$ cat config.mk
export PLATFORM = sky130hd
export DESIGN_NAME = hd44780_controller
export DESIGN_NICKNAME = d
export VERILOG_FILES = /design/src/hdl/hd44780_pkg.sv /design/src/hdl/hd44780_nybble_sender.sv /design/src/hdl/hd44780_byte_sequencer.sv /design/src/hdl/hd44780_controller.sv
export VERILOG_INCLUDE_DIRS = /design/src /design/src/hdl
export SDC_FILE = /design/constraint.sdc
export NUM_CORES = 1
export LEC_CHECK = 0
export BUFFER_PORTS_ARGS = -buffer_cell sky130_fd_sc_hd__buf_2
export CAP_MARGIN = 20
export CORE_ASPECT_RATIO = 0.9
export CORE_MARGIN = 4
export CORE_UTILIZATION = 55
export CTS_BUF_LIST = sky130_fd_sc_hd__clkbuf_16
export DETAILED_ROUTE_END_ITERATION = 16
export GPL_TIMING_DRIVEN = 0
export PLACE_DENSITY = 0.77
export SETUP_SLACK_MARGIN = 0.05
export SLEW_MARGIN = 5
export SYNTH_ARGS = -nofsm -noshare
export SYNTH_HDL_FRONTEND = slang
export SYNTH_SLANG_ARGS = --single-unit
$ cat constraint.sdc
create_clock -name CLK_I -period 1.8 [get_ports CLK_I]
set_input_delay 0.18 -clock CLK_I [delete_from_list [all_inputs] [get_ports CLK_I]]
set_output_delay 0.18 -clock CLK_I [all_outputs]
set_load 0.1 [all_outputs]
$ cat src/hdl/hd44780_cfg.svh
//**********************************************************************
// timing and width constants for the HD44780 4-bit LCD driver
// included by the RTL and the testbench; all times are in clock ticks
//**********************************************************************

`ifndef HD44780_CFG_SVH
`define HD44780_CFG_SVH

//**********************************************************************
// nybble sender enable-cycle timing
//**********************************************************************

// these are the simulation-sized values
// for the board, work each one out from the datasheet times and the system
// clock: TAS covers 60 ns, PWEH covers 450 ns, and the whole cycle must be
// at least 1000 ns (TCYCE) plus the setup time

// ticks from latching rs and data to raising enable (address setup)
`define H4NS_TICKS_TAS (2)

// ticks that enable stays high
`define H4NS_TICKS_PWEH (5)

// total length of one enable cycle: setup, pulse, hold and padding
// it has to stay larger than TAS plus PWEH so there is some hold time
`define H4NS_COUNT_TOP (12)

// width of the sender down-counter, must hold H4NS_COUNT_TOP
`define H4NS_COUNT_BITS (4)

//**********************************************************************
// alive LED
//**********************************************************************

// width of the free-running alive counter
// small for simulation, around 25 on the board for a visible blink
`define H4_ALIVE_BITS (6)

`endif

$ cat src/hdl/hd44780_pkg.sv
//**********************************************************************
// shared struct types for the HD44780 driver
// referred to by scoped name from the RTL, testbench and checker
//**********************************************************************

`default_nettype none

package hd44780_pkg;

    //******************************************************************
    // sequencer to sender
    //******************************************************************

    // one nybble request handed to the nybble sender
    // rs goes straight to the LCD register-select pin
    typedef struct packed {
        logic       rs;
        logic [3:0] data;
    } nybble_req_t;

    //******************************************************************
    // LCD-facing pins
    //******************************************************************

    // only the upper four LCD data pins are used in 4-bit mode
    // so data[3] drives D7 and data[0] drives D4
    // R/W is not here, the board ties it low since this driver only writes
    typedef struct packed {
        logic       rs;
        logic       e;
        logic [3:0] data;
    } lcd_pins_t;

endpackage

`default_nettype wire

$ cat src/hdl/hd44780_nybble_sender.sv
//**********************************************************************
// sends one nybble to the LCD in a single timed enable cycle
// pulse i_start while o_busy is low; rs and data stay put until next start
//**********************************************************************

`timescale 1ns/1ps
`default_nettype none

`include "hd44780_cfg.svh"

module hd44780_nybble_sender (
    input  wire                      CLK_I,
    input  wire                      RST_I,
    input  wire                      i_start,
    input  wire hd44780_pkg::nybble_req_t i_req,
    output logic                     o_busy,
    output hd44780_pkg::lcd_pins_t   o_lcd
);

    //******************************************************************
    // counter marks
    //******************************************************************

    localparam int cnt_w = `H4NS_COUNT_BITS;

    // value loaded on an accepted start, then counted down to zero
    localparam logic [cnt_w-1:0] cnt_top = cnt_w'(`H4NS_COUNT_TOP);

    // counter values right after the edges where enable changes
    // enable rises TAS edges after the start edge
    localparam logic [cnt_w-1:0] e_rise_mark = cnt_w'(`H4NS_COUNT_TOP - `H4NS_TICKS_TAS);
    // and falls PWEH edges after that
    localparam logic [cnt_w-1:0] e_fall_mark =
        cnt_w'(`H4NS_COUNT_TOP - `H4NS_TICKS_TAS - `H4NS_TICKS_PWEH);

    //******************************************************************
    // down-counter
    //******************************************************************

    logic [cnt_w-1:0] cnt;
    logic [cnt_w-1:0] cnt_nxt;

    // value the counter takes on this edge while it is running
    // comparing against this instead of cnt keeps the marks readable
    assign cnt_nxt = cnt - 1'b1;

    // timeline with the simulation values, edge 0 is the start edge
    //   edge 0   rs and data latched, cnt loaded with 12, busy set
    //   edge 2   cnt goes to 10, enable rises
    //   edge 7   cnt goes to 5, enable falls and the LCD samples data
    //   edge 12  cnt reaches 0, the rest of the cycle was hold and padding
    //   edge 13  busy drops, ready for the next nybble
    always_ff @(posedge CLK_I) begin
        if (RST_I) begin
            cnt    <= '0;
            o_busy <= 1'b0;
            o_lcd  <= '0;
        end else if (i_start && !o_busy) begin
            // new nybble, register the pins so the LCD never sees the
            // request lines move while the cycle is in progress
            o_lcd.rs   <= i_req.rs;
            o_lcd.data <= i_req.data;
            o_lcd.e    <= 1'b0;
            cnt        <= cnt_top;
            o_busy     <= 1'b1;
        end else if (cnt != '0) begin
            cnt <= cnt_nxt;
            // enable goes high only once setup time has passed
            if (cnt_nxt == e_rise_mark) begin
                o_lcd.e <= 1'b1;
            end else if (cnt_nxt == e_fall_mark) begin
                o_lcd.e <= 1'b0;
            end
        end else begin
            // counter at zero, the cycle is over or nothing is running
            // a start that came in while busy was ignored and lands here
            o_busy <= 1'b0;
        end
    end

endmodule

`default_nettype wire

$ cat src/hdl/hd44780_byte_sequencer.sv
//**********************************************************************
// turns an accepted byte into two nybble requests, upper nybble first
// strobe i_stb for one cycle while busy is low; i_rs and i_data sampled then
//**********************************************************************

`timescale 1ns/1ps
`default_nettype none

module hd44780_byte_sequencer (
    input  wire                        CLK_I,
    input  wire                        RST_I,
    input  wire                        i_stb,
    input  wire                        i_rs,
    input  wire [7:0]                  i_data,
    input  wire                        i_ns_busy,
    output logic                       o_ns_start,
    output hd44780_pkg::nybble_req_t   o_ns_req,
    output logic                       o_busy
);

    //******************************************************************
    // state machine
    //******************************************************************

    // send states launch a nybble once the sender is idle
    // wait states drop the start pulse and then wait out the sender
    typedef enum logic [2:0] {
        st_idle,
        st_send_hi,
        st_wait_hi,
        st_send_lo,
        st_wait_lo
    } state_t;

    state_t state;

    // copy of the accepted byte so the host may change its lines at once
    logic [7:0] shadow_data;
    logic       shadow_rs;

    logic accept;

    // the sender busy test matters right after a transfer, when this
    // machine is already idle but the lower nybble may still be going out
    assign accept = (state == st_idle) && i_stb && !i_ns_busy;

    always_ff @(posedge CLK_I) begin
        if (RST_I) begin
            state      <= st_idle;
            o_busy     <= 1'b0;
            o_ns_start <= 1'b0;
        end else begin
            case (state)
                st_idle: begin
                    o_ns_start <= 1'b0;
                    if (accept) begin
                        o_busy <= 1'b1;
                        state  <= st_send_hi;
                    end
                end

                st_send_hi: begin
                    if (!i_ns_busy) begin
                        o_ns_start <= 1'b1;
                        state      <= st_wait_hi;
                    end
                end

                st_wait_hi: begin
                    // the sender takes the pulse on this edge, so its busy
                    // is still low here and must not be trusted yet
                    if (o_ns_start) begin
                        o_ns_start <= 1'b0;
                    end else if (!i_ns_busy) begin
                        state <= st_send_lo;
                    end
                end

                st_send_lo: begin
                    if (!i_ns_busy) begin
                        o_ns_start <= 1'b1;
                        state      <= st_wait_lo;
                    end
                end

                st_wait_lo: begin
                    // same hand-off as for the upper nybble
                    if (o_ns_start) begin
                        o_ns_start <= 1'b0;
                    end else if (!i_ns_busy) begin
                        o_busy <= 1'b0;
                        state  <= st_idle;
                    end
                end

                default: begin
                    o_busy     <= 1'b0;
                    o_ns_start <= 1'b0;
                    state      <= st_idle;
                end
            endcase
        end
    end

    //******************************************************************
    // byte shadow and nybble request
    //******************************************************************

    // the request only has to be valid on the edge where start is high,
    // which is always the edge after a send state
    always_ff @(posedge CLK_I) begin
        if (accept) begin
            shadow_data <= i_data;
            shadow_rs   <= i_rs;
        end
        if (state == st_send_hi) begin
            o_ns_req.rs   <= shadow_rs;
            o_ns_req.data <= shadow_data[7:4];
        end else if (state == st_send_lo) begin
            o_ns_req.rs   <= shadow_rs;
            o_ns_req.data <= shadow_data[3:0];
        end
    end

endmodule

`default_nettype wire

$ cat src/hdl/hd44780_controller.sv
//**********************************************************************
// top of the write-only HD44780 driver in 4-bit mode, plus alive LED
// host strobes a byte while o_busy is low and waits for o_busy to fall
//**********************************************************************

`timescale 1ns/1ps
`default_nettype none

`include "hd44780_cfg.svh"

module hd44780_controller (
    input  wire                      CLK_I,
    input  wire                      RST_I,
    input  wire                      i_stb,
    input  wire                      i_rs,
    input  wire [7:0]                i_data,
    output logic                     o_busy,
    output logic                     o_alive_led,
    output hd44780_pkg::lcd_pins_t   o_lcd
);

    //******************************************************************
    // byte sequencer and nybble sender
    //******************************************************************

    logic                     ns_start;
    logic                     ns_busy;
    logic                     seq_busy;
    hd44780_pkg::nybble_req_t ns_req;

    hd44780_byte_sequencer i_byte_sequencer (
        .CLK_I      (CLK_I),
        .RST_I      (RST_I),
        .i_stb      (i_stb),
        .i_rs       (i_rs),
        .i_data     (i_data),
        .i_ns_busy  (ns_busy),
        .o_ns_start (ns_start),
        .o_ns_req   (ns_req),
        .o_busy     (seq_busy)
    );

    hd44780_nybble_sender i_nybble_sender (
        .CLK_I   (CLK_I),
        .RST_I   (RST_I),
        .i_start (ns_start),
        .i_req   (ns_req),
        .o_busy  (ns_busy),
        .o_lcd   (o_lcd)
    );

    // the sender's busy covers the tail of the lower nybble after the
    // sequencer has already gone back to idle
    assign o_busy = seq_busy | ns_busy;

    //******************************************************************
    // alive LED
    //******************************************************************

    logic [`H4_ALIVE_BITS-1:0] alive_cnt;

    always_ff @(posedge CLK_I) begin
        if (RST_I) begin
            alive_cnt <= '0;
        end else begin
            alive_cnt <= alive_cnt + 1'b1;
        end
    end

    // LED lit for the first half period after reset, then blinks evenly
    assign o_alive_led = ~alive_cnt[`H4_ALIVE_BITS-1];

endmodule

`default_nettype wire

==> run summary, run 1 <==
The run finished with clean final reports. The height of the chip is 56.2 µm. In this run the worst hold path is classified as in2reg.

The overall fraction of global-route tracks in use is 0.158. The synthesized netlist contains 28 unique library cells. The clock tree synthesis step divided the H-tree into 2 levels. The number of cells produced by synthesis is 126, and the area of the core is 2470 µm².

The fraction of registers with async set/reset was 0; the iteration-0 DRC count of the detailed router was 62. The number of clock buffers inserted by TritonCTS was 5. The final hold slack was 0.0755 ns.

Row generation in the floorplan step produced 17 rows. The number of endpoints failing setup at the final stage was 0; the number of gates given a new drive strength after cts was 0. STA classifies the critical path startpoint as a register. During placement, the flow inserted port buffers numbering 19.

The chip width is 61.5 µm, and the number of flops mapped to enable cells by yosys is 14. The mean number of vias per cell is 5.24. The initial antenna violation count was 0.

For the largest vdd supply drop, the log shows 1.16 mV. Clock-pin slew was measured on the worst setup and hold paths at 0.05 ns. Cell taking the most area after synthesis: dfxtp_1. The clock net in this run drives a total of 36 sinks. Cell chosen for the clock root: clkbuf_16.

The most numerous cell in the Yosys netlist is dfxtp_1. For this block, the routed nets add up to 2260 µm of wire. The post-synthesis sequential area ratio is 0.607. The worst setup path is captured at a register. The tools report the maximum buffer depth of the clock tree as 2. The run gives 605 MHz as the fmax. Once layout is done, the placed cells without fillers occupy 1710 µm². The fraction of power spent switching nets was 0.282. For the largest net degree at the start of global routing, the log shows 12. After the last flow step, the layout net total stands at 169.

The total half-perimeter wirelength after legalization and detailed placement is 1600 µm, and the layout filler cell count is 197. 0 antenna diodes ended up in the layout. The total global routing overflow is 0, and the post-route fraction of the period consumed by the critical path is 0.918. The max-slew violation total from the final report is 0, and the number of global-route vias before repair is 916. The logs give 0.00273 ns for the final worst clock skew and 0 for the count of buffers added by post-CTS timing repair for setup. The net count after synthesis came out at 143. The first detailed-routing pass took 4 iterations. The run gives 0.832 as the final weighted congestion in routability-driven placement.

The share of total power in the clock network is 0.371, and the total power density per cell area is 1480 nW/µm². On the critical path the largest part of the delay comes from simple AND/OR/NAND/NOR gates. Across the run, the number of max-cap violations was 0. For the worst-skew pair, the clock arrives at the later sink with an insertion delay of 0.28 ns. The number of hold violations in the final report was 0; the yosys synthesis warning count was 0. The path type of the worst setup path was reg2reg. The register bit count reported by yosys came out at 36.

The first global-routing pass estimated 3950 µm of wire. Setup repair after global routing left no endpoint under its margin. Effective utilization at floorplan: 0.575. The number of buffers and inverters on the critical path was 1. TritonCTS built the clock tree. In this run the cell area of the synthesized design comes to 1420 µm². The remaining routing DRC violations was 0. The pin slew with the least headroom to its limit was 0.489 ns. Once placement finished, the instance area stood at 1550 µm².

In this run the power spent charging and discharging nets is 0.000716 W. The worst path in the final design needs a cycle of 1.65 ns, including I/O delays and setup. The critical path goes through inv_1, ha_1, nor2_1, mux2i_1, or4b_1, a211oi_2.

Counting tap cells, the placed design contains a total of 173 instances. The fraction of layout instances using a drive strength above 1 was 0.196; the synthesis-to-finish area growth was 20.9%. The tools report the boundary pin count as 20.

After synthesis, the cell types taking the most area are dfxtp_1 (31%), edfxtp_1 (30%), ha_1 (4.4%). The fraction of post-synthesis cell area in the top cell type by area came out at 0.311. By count the netlist is led by dfxtp_1 (22), edfxtp_1 (14), nor2_1 (12). The worst slew margin relative to its limit was 0.677.

For the worst setup path, the data arrival time is 1.85 ns. Once detail routing completed, the nets flagged for antenna violations numbered 0. For this design the static power due to leakage is 0.684 nW.

The portion of total power attributed to sequential cells was 0.414. The number of vias after detailed routing is 949. In the final routed layout, each cell accounts on average for 12.5 µm. The hold buffer count at cts was 0. In this design, the stage delay of the slowest critical-path cell is 0.55 ns.

The floorplan step defined a die boundary enclosing 3450 µm². The part of the total power dissipated in combinational logic is 0.214, and the mean area per synthesized cell is 11.3 µm². Aggregate negative setup slack: 0 ns. For this run, the leading register cell type out of synthesis is dfxtp_1. Once layout is complete, the cells apart from fillers number 181. In this run the worst path has a maximum fanout of 4. The tools report the required time at the endpoint of the critical path as 2.00 ns. The critical-path cell with the highest stage delay was or4b_1. For the internal cell power, the log shows 0.00182 W.
-- area by class of cell --
cell class | instances | area, µm² | share of cell area
multi-input cells | 80 | 519 | 0.303
well taps | 28 | 35.0 | 0.0204
plain buffers | 5 | 18.8 | 0.0109
clock inverters | 3 | 38.8 | 0.0226
clock buffers | 5 | 125 | 0.0730
inverters | 5 | 18.8 | 0.0109
repair buffers | 19 | 95.1 | 0.0555
flip-flops and latches | 36 | 863 | 0.504
-- flip-flops by register name (all words and copies together) (netlist names) --
| register | count |
|---|---|
| i_nybble_sender.o_lcd | 6 |
| i_byte_sequencer.o_ns_start | 1 |
| i_nybble_sender.o_busy | 1 |
| i_nybble_sender.cnt | 4 |
| i_byte_sequencer.o_ns_req | 5 |
| i_byte_sequencer.shadow_rs | 1 |
| i_byte_sequencer.o_busy | 1 |
| i_byte_sequencer.state | 3 |
| i_byte_sequencer.shadow_data | 8 |
| alive_cnt | 6 |
-- cells in the final DEF (no fill, tap or decap), types with 2 or more instances in the layout --
cell	synthesis	routed
dfxtp_1	22	20
buf_2	0	19
edfxtp_1	14	14
nor2_1	12	12
a21oi_1	11	11
nand2_1	10	10
nor2b_1	7	7
inv_1	5	6
nor3_1	5	5
xnor2_1	5	5
ha_1	5	5
clkbuf_16	0	5
mux2_1	4	4
clkbuf_1	3	3
nand2b_1	3	3
buf_1	2	2
xor2_1	2	2
o31ai_1	2	2
a2111oi_0	2	2
nand3_1	2	2
dfxtp_2	0	2
-- power groups by stage --
stage                     combinational [W]  clock (W)  sequential, W
after floorplan                    0.000392          0        0.00110
after global placement             0.000524          0        0.00105
after detailed placement           0.000544          0        0.00106
after CTS                          0.000547   0.000962        0.00105
after global routing               0.000599    0.00102        0.00107
final                              0.000544   0.000943        0.00105
-- path summary, 6_finish.rpt --
kind | startpoint | endpoint | slack, ns | cells past startpoint
worst min-delay path | i_data[0] | i_byte_sequencer.shadow_data[0] | 0.08 | 1
worst max-delay path | i_nybble_sender.cnt[0] | i_nybble_sender.o_lcd[4] | 0.15 | 6
worst min register to register | i_byte_sequencer.shadow_rs | i_byte_sequencer.o_ns_req[4] | 0.42 | 0
worst max register to register | i_nybble_sender.cnt[0] | i_nybble_sender.o_lcd[4] | 0.15 | 6
-- layer usage --
layer / vias to the layer above / share of wire / track usage
met2: 23 / 0.48 / 0.229
met5: - / 0 / 0
met3: 7 / 0.061 / 0.0789
met1: 429 / 0.44 / 0.193
li1: 490 / - / -
met4: 0 / 0.023 / 0.0697
-- cells by family (layout without fill, tap and decap cells) --
kind of cell    after synthesis  after routing  share of synthesized area
fa+ha+maj                     5              5                     0.0441
compound gates               17             17                     0.0759
simple gates                 46             46                      0.164
xor+xnor                      7              7                     0.0432
flops                        36             36                      0.607
buf+inv                      10             37                     0.0265
mux                           5              5                     0.0388
-- stage by stage --
stage / setup slack, ns / total power (W) / util
global placement: 0.164 / 0.00158 / 0.627
global route: 0.0516 / 0.00268 / 0.695
floorplan: 0.229 / 0.00149 / -
CTS: 0.0816 / 0.00256 / 0.694
finish: 0.147 / 0.00254 / 0.695
detailed placement: 0.103 / 0.00161 / 0.627
Power figures use the tool's default switching activity.
==> run 2: changes to the inputs <==
--- a/config.mk
+++ b/config.mk
@@ -15,8 +15,8 @@
 export DETAILED_ROUTE_END_ITERATION = 16
 export GPL_TIMING_DRIVEN = 0
 export PLACE_DENSITY = 0.77
-export SETUP_SLACK_MARGIN = 0.05
 export SLEW_MARGIN = 5
 export SYNTH_ARGS = -nofsm -noshare
 export SYNTH_HDL_FRONTEND = slang
+export SYNTH_HIERARCHICAL = 1
 export SYNTH_SLANG_ARGS = --single-unit
==> run 2 against run 1 <==
  * The run now ends with negative setup slack left
  * Setup slack got worse by 0.19 ns
  * Fmax down 10%
  * First-iteration DRC count rose by 11%
  * Die area up 1.5%
  * Combinational power up 26%
  * Non-clock buffer count is 2 higher
  * Synthesized cell count grew 2.4%
  * Clock power down 13%
  * Critical path depth is the same
  * Final cell count up 3.9%
==> run summary, run 2 <==
The total power density per cell area is 1450 nW/µm², and the shortest clock period the worst path allows after layout is 1.84 ns. Walking the worst path, the cells encountered are inv_4, ha_4, or4_4, o21a_1, or3b_4, a211oi_2. The checks that failed: negative setup slack. The worst slew margin relative to its limit is 0.677. Counting flops with a built-in enable in the synthesized netlist gives 14. The hold buffer count at cts came out at 0. The largest net degree at the start of global routing is 14, and the number of placement rows is 17. The worst hold path begins at i_data[6]. For this design, the sink count on the clock tree is 36. The floorplan step set the die width to 62.0 µm. Clock-pin slew was measured on the worst setup and hold paths at 0.05 ns. The floorplan step defined a die boundary enclosing 3510 µm². Setup repair after global routing could not meet its margin everywhere. Fraction of registers with async set/reset: 0.

Portion of total power attributed to sequential cells: 0.417. The fraction of post-synthesis cell area in the top cell type by area works out to 0.305. The adder-cell share of the synthesized area came out at 0.0434. The tools report the number of hold violations in the final report as 0. The run gives 0 as the max-slew violation total from the final report.

After synthesis, the most frequently instantiated cells are dfxtp_1 (22), nand2_1 (16), edfxtp_1 (14). Wires add up to 2420 µm. For the worst-skew pair, the clock arrives at the later sink with an insertion delay of 0.27 ns.

The logs give 0.00180 W for the internal cell power and -0.0436 ns for the aggregate negative setup slack. The run gives 0.00258 W as the overall power of the completed layout. After detailed routing, the number of vias per cell comes to 5.20. On the final layout, the worst clock skew is 0.00216 ns.

During synthesis, Yosys emitted a total of 6 warnings. Tracing the worst setup path back leads to its startpoint at i_nybble_sender/cnt[1]. Final worst setup slack: -0.0436 ns. Across the whole layout, storage elements account for 868 µm². The path type of the worst setup path is reg2reg.

The layout filler cell count was 179; the distinct cell type count after synthesis was 36. The run gives 0.000783 W as the net switching power. TritonCTS built the clock tree. The pre-antenna-repair detailed-routing pass consisted of 4 iterations.

The biggest cell delay along the critical path is 0.40 ns. The library cell used most frequently in the layout, excluding fill and tap cells, is dfxtp_1. Mean area per synthesized cell: 11.2 µm².

The run gives 0.265 as the part of the total power dissipated in combinational logic. In the layout the commonest cells are dfxtp_1 (20), buf_2 (19), nand2_1 (16). VDD sags by at most 1.10 mV. For the number of endpoints failing setup at the final stage, the log shows 1. The type of origin of the critical path is a register. Across the run, the number of max-cap violations was 0. The number of global-route vias before repair is 959, and the fraction of layout instances using a drive strength above 1 is 0.306.

Timing would allow up to 542 MHz. The register bit count reported by yosys is 36, and the post-synthesis sequential area ratio is 0.597. Initial antenna violation count: 0. For the pin with the worst max-slew slack, the measured transition is 0.488 ns. The clock tree synthesis step divided the H-tree into 2 levels. Critical-path cell with the highest stage delay: or4_4.

The number of clock buffers inserted by TritonCTS is 5, and the portion of netlist area occupied by mux cells is 0.0312. In this run, placement finished with an instance count of 176. The fraction of power spent switching nets is 0.304.

After legalization and detailed placement, the total HPWL measured 1650 µm. The run finished, with violations left. The area share of and/or/nand/nor cells after synthesis was 0.167; the net total in the final layout was 176. The xor-xnor portion of the synthesized cell area works out to 0.0364. From bottom edge to top edge, the die measures 56.6 µm. Synthesis produced a netlist whose cell count is 129. The required time at the endpoint of the critical path is 1.98 ns. The synthesized netlist occupies a cell area of 1440 µm². For this design the static power due to leakage is 0.690 nW. The largest fanout of any net on the critical path was 5. By area, the combinational part of the netlist is dominated by simple AND/OR/NAND/NOR gates. In this run the remaining antenna-violating nets after routing total 0.

Cell chosen for the clock root: clkbuf_16. The worst endpoint data arrival time came out at 2.03 ns. Synthesis produced a netlist with a net count of 146. For the area of the core, the log shows 2490 µm². The effective utilization at floorplan is 0.580. The run gives 0.162 as the overall fraction of global-route tracks in use.

Dividing the detail-routed wire length by the instance count gives 12.9 µm. The tools report the kind of capture point of the worst setup path as a register. The total overflow left after global routing is 0. In the final layout, the multi-input gates occupy 567 µm². In this run the count of I/O pins placed on the die edge is 20. The quantity of I/O buffers inserted on ports was 19; the first-pass GRT wire length was 4220 µm. The fraction of the mapped netlist area in compound gates came out at 0.101. Summed over all instances, the cell type with the most area after synthesis is dfxtp_1.

The tools report the remaining routing DRC violations as 0. The finished layout holds 188 standard cells, fillers aside. The tools report the number of vias after detailed routing as 978. The worst register-to-register path begins at i_nybble_sender/cnt[1]. By instance count, the leading cell after synthesis is dfxtp_1. Routability-driven placement finished with a final weighted congestion of 0.764. The type of the tightest min-delay check was in2reg. The share of total power in the clock network is 0.318.

The diode insertion count for antenna repair is 0, and the synthesis-to-finish area growth is 23.4%. Prior to clock tree synthesis, the placed netlist has a worst setup slack of -0.141 ns. In the post-synthesis netlist, the biggest area contributors are dfxtp_1 (31%), edfxtp_1 (29%), ha_1 (4.3%). Most common flop cell mapped by yosys: dfxtp_1. The post-route fraction of the period consumed by the critical path came out at 1.02. In the final layout, the registers with the most flip-flops are i_byte_sequencer/shadow_data: 8 flops, alive_cnt: 6 flops, i_nybble_sender/o_lcd: 6 flops.

For the iteration-0 DRC count of the detailed router, the log shows 69. The most flop-heavy register was i_byte_sequencer/shadow_data. The flip-flop count of the largest register, all copies and words added was 8; the maximum buffer depth of the clock tree was 2.
[run 2: cell types whose count changed after synthesis, moves of 2 or more]
cell | previous run | this run
mux2_2 | 0 | 4
xnor2_1 | 5 | 3
nor2b_1 | 7 | 3
nand3_1 | 2 | 4
buf_1 | 2 | 0
nand2b_1 | 3 | 1
nand2_1 | 10 | 16
mux2_1 | 4 | 0
nor3_1 | 5 | 3
[run 2: per-stage QoR]
stage	hold slack (ns)	utilization	area, µm²
floorplan	0.247	-	1450
global placement	0.357	0.633	1580
detailed placement	0.358	0.633	1580
CTS	0.0758	0.710	1770
global route	0.0721	0.715	1780
finish	0.0806	0.715	1780
[run 2: cell families (layout without fill, tap and decap cells)]
group | after synthesis | in the layout
compound gates | 22 | 22
xor+xnor | 6 | 6
fa+ha+maj | 5 | 5
buf+inv | 8 | 39
flops | 36 | 36
mux | 4 | 4
simple gates | 48 | 48
[run 2: per-layer routing]
metal,track usage,up-vias,wire length [µm]
met5,0,-,0
met1,0.193,447,955
met2,0.269,22,1330
met4,0.0636,0,12
li1,-,507,-
met3,0.0414,2,117
[run 2: what timing repair did]
item	in CTS	in global routing
setup buffers	3	1
resized for setup	6	2
setup endpoints to repair	1	1
cloned	0	0
pin swaps	3	2
[run 2: layout make-up]
type                            count  share of cell area
Sequential cell                    36               0.488
Multi-Input combinational cell     85               0.318
Clock buffer                        5              0.0703
Timing Repair Buffer               23              0.0703
Tap cell                           28              0.0197
Clock inverter                      3              0.0134
Inverter                            5              0.0119
Buffer                              3             0.00843
[run 2: power by group through the flow]
| stage | Clock [W] | Sequential [W] | Combinational, W |
|---|---|---|---|
| final | 0.000821 | 0.00107 | 0.000683 |
| after global routing | 0.000881 | 0.00109 | 0.000755 |
| after CTS | 0.000839 | 0.00107 | 0.000646 |
| after detailed placement | 0 | 0.00109 | 0.000556 |
| after global placement | 0 | 0.00108 | 0.000531 |
| after floorplan | 0 | 0.00113 | 0.000399 |
[run 2: path summary, 6_finish.rpt]
| kind | endpoint | slack, ns | cells past startpoint |
|---|---|---|---|
| hold / removal | i_byte_sequencer/shadow_data[6] | 0.08 | 1 |
| setup reg to reg | i_nybble_sender/o_lcd[4] | -0.04 | 6 |
| setup / recovery | i_nybble_sender/o_lcd[4] | -0.04 | 6 |
| hold reg to reg | i_byte_sequencer/o_ns_req[4] | 0.44 | 0 |
[run 2: worst max-delay path: cells and delay by family, from the launching register on]
| kind | cells | cell delay (ns) |
|---|---|---|
| flops | 1 | 0.37 |
| simple gates | 2 | 0.78 |
| fa+ha+maj | 1 | 0.15 |
| buf+inv | 1 | 0.04 |
| compound gates | 2 | 0.41 |
==> run 3: changes to the inputs <==
--- a/config.mk
+++ b/config.mk
@@ -10,11 +10,10 @@
 export CAP_MARGIN = 20
 export CORE_ASPECT_RATIO = 0.9
 export CORE_MARGIN = 4
-export CORE_UTILIZATION = 55
+export CORE_UTILIZATION = 35
 export CTS_BUF_LIST = sky130_fd_sc_hd__clkbuf_16
 export DETAILED_ROUTE_END_ITERATION = 16
 export GPL_TIMING_DRIVEN = 0
-export PLACE_DENSITY = 0.77
 export SLEW_MARGIN = 5
 export SYNTH_ARGS = -nofsm -noshare
 export SYNTH_HDL_FRONTEND = slang
==> run 3 against run 2 <==
  * The flow now finishes without violations
  * Count of clock-buffer cells in the layout unchanged
  * Critical endpoint unchanged
  * Final cell count up 9.0%
  * Cell area up 0.28%
  * Global-route usage down 5.4 points
  * Clock skew up 0.00075 ns
  * Critical path type unchanged
  * Fmax up 3.6%
  * Combinational power down 2%
  * Flip-flop and latch count unchanged
  * Die area up 49%
  * Sequential power about the same
  * Setup slack better by 0.064 ns
  * Largest cell class unchanged
  * Critical path depth down 1
==> run summary, run 3 (synthesis gave the netlist of run 2 again) <==
The run finished with clean final reports. The kind of capture point of the worst setup path is a register. The total power density per cell area is 1410 nW/µm², and the number of levels the H-tree was split into is 2. The run gives 0 as the number of hold violations in the final report. At the end of routability-driven placement, the weighted congestion stood at 0.738. For this block, the routed nets add up to 2450 µm of wire.

The share of total power in the clock network came out at 0.311. The analysis attributes to cell leakage a power of 0.695 nW. Once placement finished, the instance area stood at 1600 µm².

The run gives 0.108 as the overall fraction of global-route tracks in use. The run gives 981 as the number of global-route vias before repair. The worst register-to-register path ends at i_nybble_sender/o_lcd[4]. With fillers left out, the area of the finished cells amounts to 1790 µm².

For flop-to-flop paths, the worst setup slack is 0.02 ns. The area of the core is 3840 µm². More flip-flops sit in one register than any other, and that register is i_byte_sequencer/shadow_data.

The detail route stage leaves a number of antenna-violating nets equal to 0. IR analysis of the VDD net gives a maximum drop of 0.702 mV. The fraction of layout instances using a drive strength above 1 works out to 0.283. The tools report the startpoint of the worst register-to-register path as i_nybble_sender/cnt[0]. The synthesis-to-finish area growth was 23.8%; the largest fanout of any net on the critical path was 5. The initial antenna violation count was 0.

In this run the worst setup path terminates at i_nybble_sender/o_lcd[4]. Die area: 5210 µm². The clock-pin slew of the registers on the worst-case setup and hold paths is 0.05 ns, and the worst endpoint data arrival time is 1.97 ns. Setup violations remaining at the end of the flow were counted as 0.

Counting cells, the worst reg-to-reg path comes to 5. The flip-flop count of the largest register, all copies and words added was 8. The layout filler cell count is 360, and the total half-perimeter wirelength after legalization and detailed placement is 1720 µm. During placement, the flow inserted port buffers numbering 19.

After routing, the total negative slack on setup checks comes to 0 ns. Row generation in the floorplan step produced 21 rows. The clock reaches the later pin of the worst-skew pair after 0.27 ns.

The root buffer cell chosen for the clock tree is clkbuf_16. The required time at the endpoint of the critical path came out at 1.99 ns. The run gives 0 as the number of violations of the max-capacitance limit. TritonCTS built the clock tree.

For this block, the initial DRC count from the detailed router was 62. Leaving out fill and tap cells, the most frequent cells in the layout are dfxtp_1 (20), buf_2 (19), nand2_1 (16). The height of the chip works out to 68.9 µm.

The logs give 0 for the diode insertion count for antenna repair and 2 for the maximum buffer depth of the clock tree. In this run the power spent charging and discharging nets is 0.000751 W. The post-route fraction of the period consumed by the critical path is 0.989. The library cell used most frequently in the layout, excluding fill and tap cells, is dfxtp_1. The total global routing overflow came out at 0. The net count of the finished layout is 175.

CTS saw 36 sinks. The die is 75.7 µm wide. The critical path is of the reg2reg type.

The pin slew with the least headroom to its limit was 0.496 ns. The remaining routing DRC violations came out at 0. For the effective utilization at floorplan, the log shows 0.376.

Entering global routing, the biggest net connects 14 pins. The logs give 5 for the number of clock buffers inserted by TritonCTS and 4 for the number of optimization iterations in the first detailed-route pass. The part of the total power dissipated in combinational logic came out at 0.265.

The type of the tightest min-delay check is in2reg. 20 I/O pins were placed. After detailed routing, the average wire length per cell comes to 12.0 µm. The fraction of power spent switching nets was 0.298. In this run the worst setup path begins at i_nybble_sender/cnt[0].

The first global-routing pass estimated 4240 µm of wire. Detailed routing inserted a total of 969 vias. STA classifies the critical path startpoint as a register. The logs give 0.424 for the portion of total power attributed to sequential cells and 0.672 for the worst slew margin relative to its limit. The fmax is 562 MHz, and the max-slew violation total from the final report is 0.

The largest registers in the layout are i_byte_sequencer/shadow_data: 8 flops, alive_cnt: 6 flops, i_nybble_sender/o_lcd: 6 flops. Setup repair after global routing could not meet its margin everywhere. The internal cell power was 0.00177 W; the mean number of vias per cell was 4.73. After layout, the minimum clock period comes to 1.78 ns. The final hold slack is 0.0830 ns, and the final worst clock skew is 0.00291 ns.
-- run 3: area by class of cell --
type / count / area (µm²) / share of cell area
buffer: 3 / 15.0 / 0.00841
multi-input combinational: 85 / 564 / 0.316
sequential: 36 / 868 / 0.486
timing repair buffer: 22 / 121 / 0.0680
inverter: 5 / 21.3 / 0.0119
tap: 46 / 57.6 / 0.0322
clock inverter: 3 / 12.5 / 0.00701
clock buffer: 5 / 125 / 0.0701
-- run 3: per-stage QoR --
| stage | total power, W | utilization | instances | setup slack [ns] |
|---|---|---|---|---|
| floorplan | 0.00153 | - | 129 | 0.0132 |
| global placement | 0.00162 | 0.417 | 194 | -0.0514 |
| detailed placement | 0.00165 | 0.417 | 194 | -0.127 |
| CTS | 0.00252 | 0.464 | 205 | -0.0243 |
| global route | 0.00268 | 0.465 | 205 | -0.0392 |
| finish | 0.00252 | 0.465 | 205 | 0.0203 |
-- run 3: worst min-delay path by stage --
| stage | from | slack, ns | cells past startpoint | end |
|---|---|---|---|---|
| after floorplan | RST_I | 0.25 | 1 | alive_cnt[0] |
| after global placement | i_data[6] | 0.36 | 1 | i_byte_sequencer/shadow_data[6] |
| after detailed placement | i_data[5] | 0.36 | 1 | i_byte_sequencer/shadow_data[5] |
| after CTS | i_data[5] | 0.08 | 1 | i_byte_sequencer/shadow_data[5] |
| after global routing | i_rs | 0.07 | 1 | i_byte_sequencer/shadow_rs |
| final | i_data[1] | 0.08 | 1 | i_byte_sequencer/shadow_data[1] |
-- run 3: power by group through the flow --
stage	Sequential, W	Combinational [W]	Clock [W]
2_1_floorplan	0.00113	0.000399	0
3_3_place_gp	0.00108	0.000535	0
3_5_place_dp	0.00109	0.000560	0
4_1_cts	0.00106	0.000659	0.000804
5_1_grt	0.00108	0.000743	0.000847
6_report	0.00107	0.000666	0.000783
-- run 3: what timing repair did --
item | 4_1_cts | 5_1_grt
pin swaps | 0 | 1
setup endpoints to repair | 1 | 1
gates resized for setup | 5 | 3
hold buffers | 0 | 0
buffers inserted | 3 | 0
-- run 3: critical path: stages, from the launching register on --
cell and delay [ns]:
dfxtp_4 0.35, buf_4 0.15, or4_4 0.47, o21a_1 0.19
or3b_1 0.36, a211oi_2 0.18
-- run 3: routing by layer --
| layer | track usage | share of wire |
|---|---|---|
| met3 | 0.0348 | 0.036 |
| met4 | 0.0393 | 0 |
| met2 | 0.188 | 0.51 |
| met5 | 0 | 0 |
| met1 | 0.125 | 0.45 |
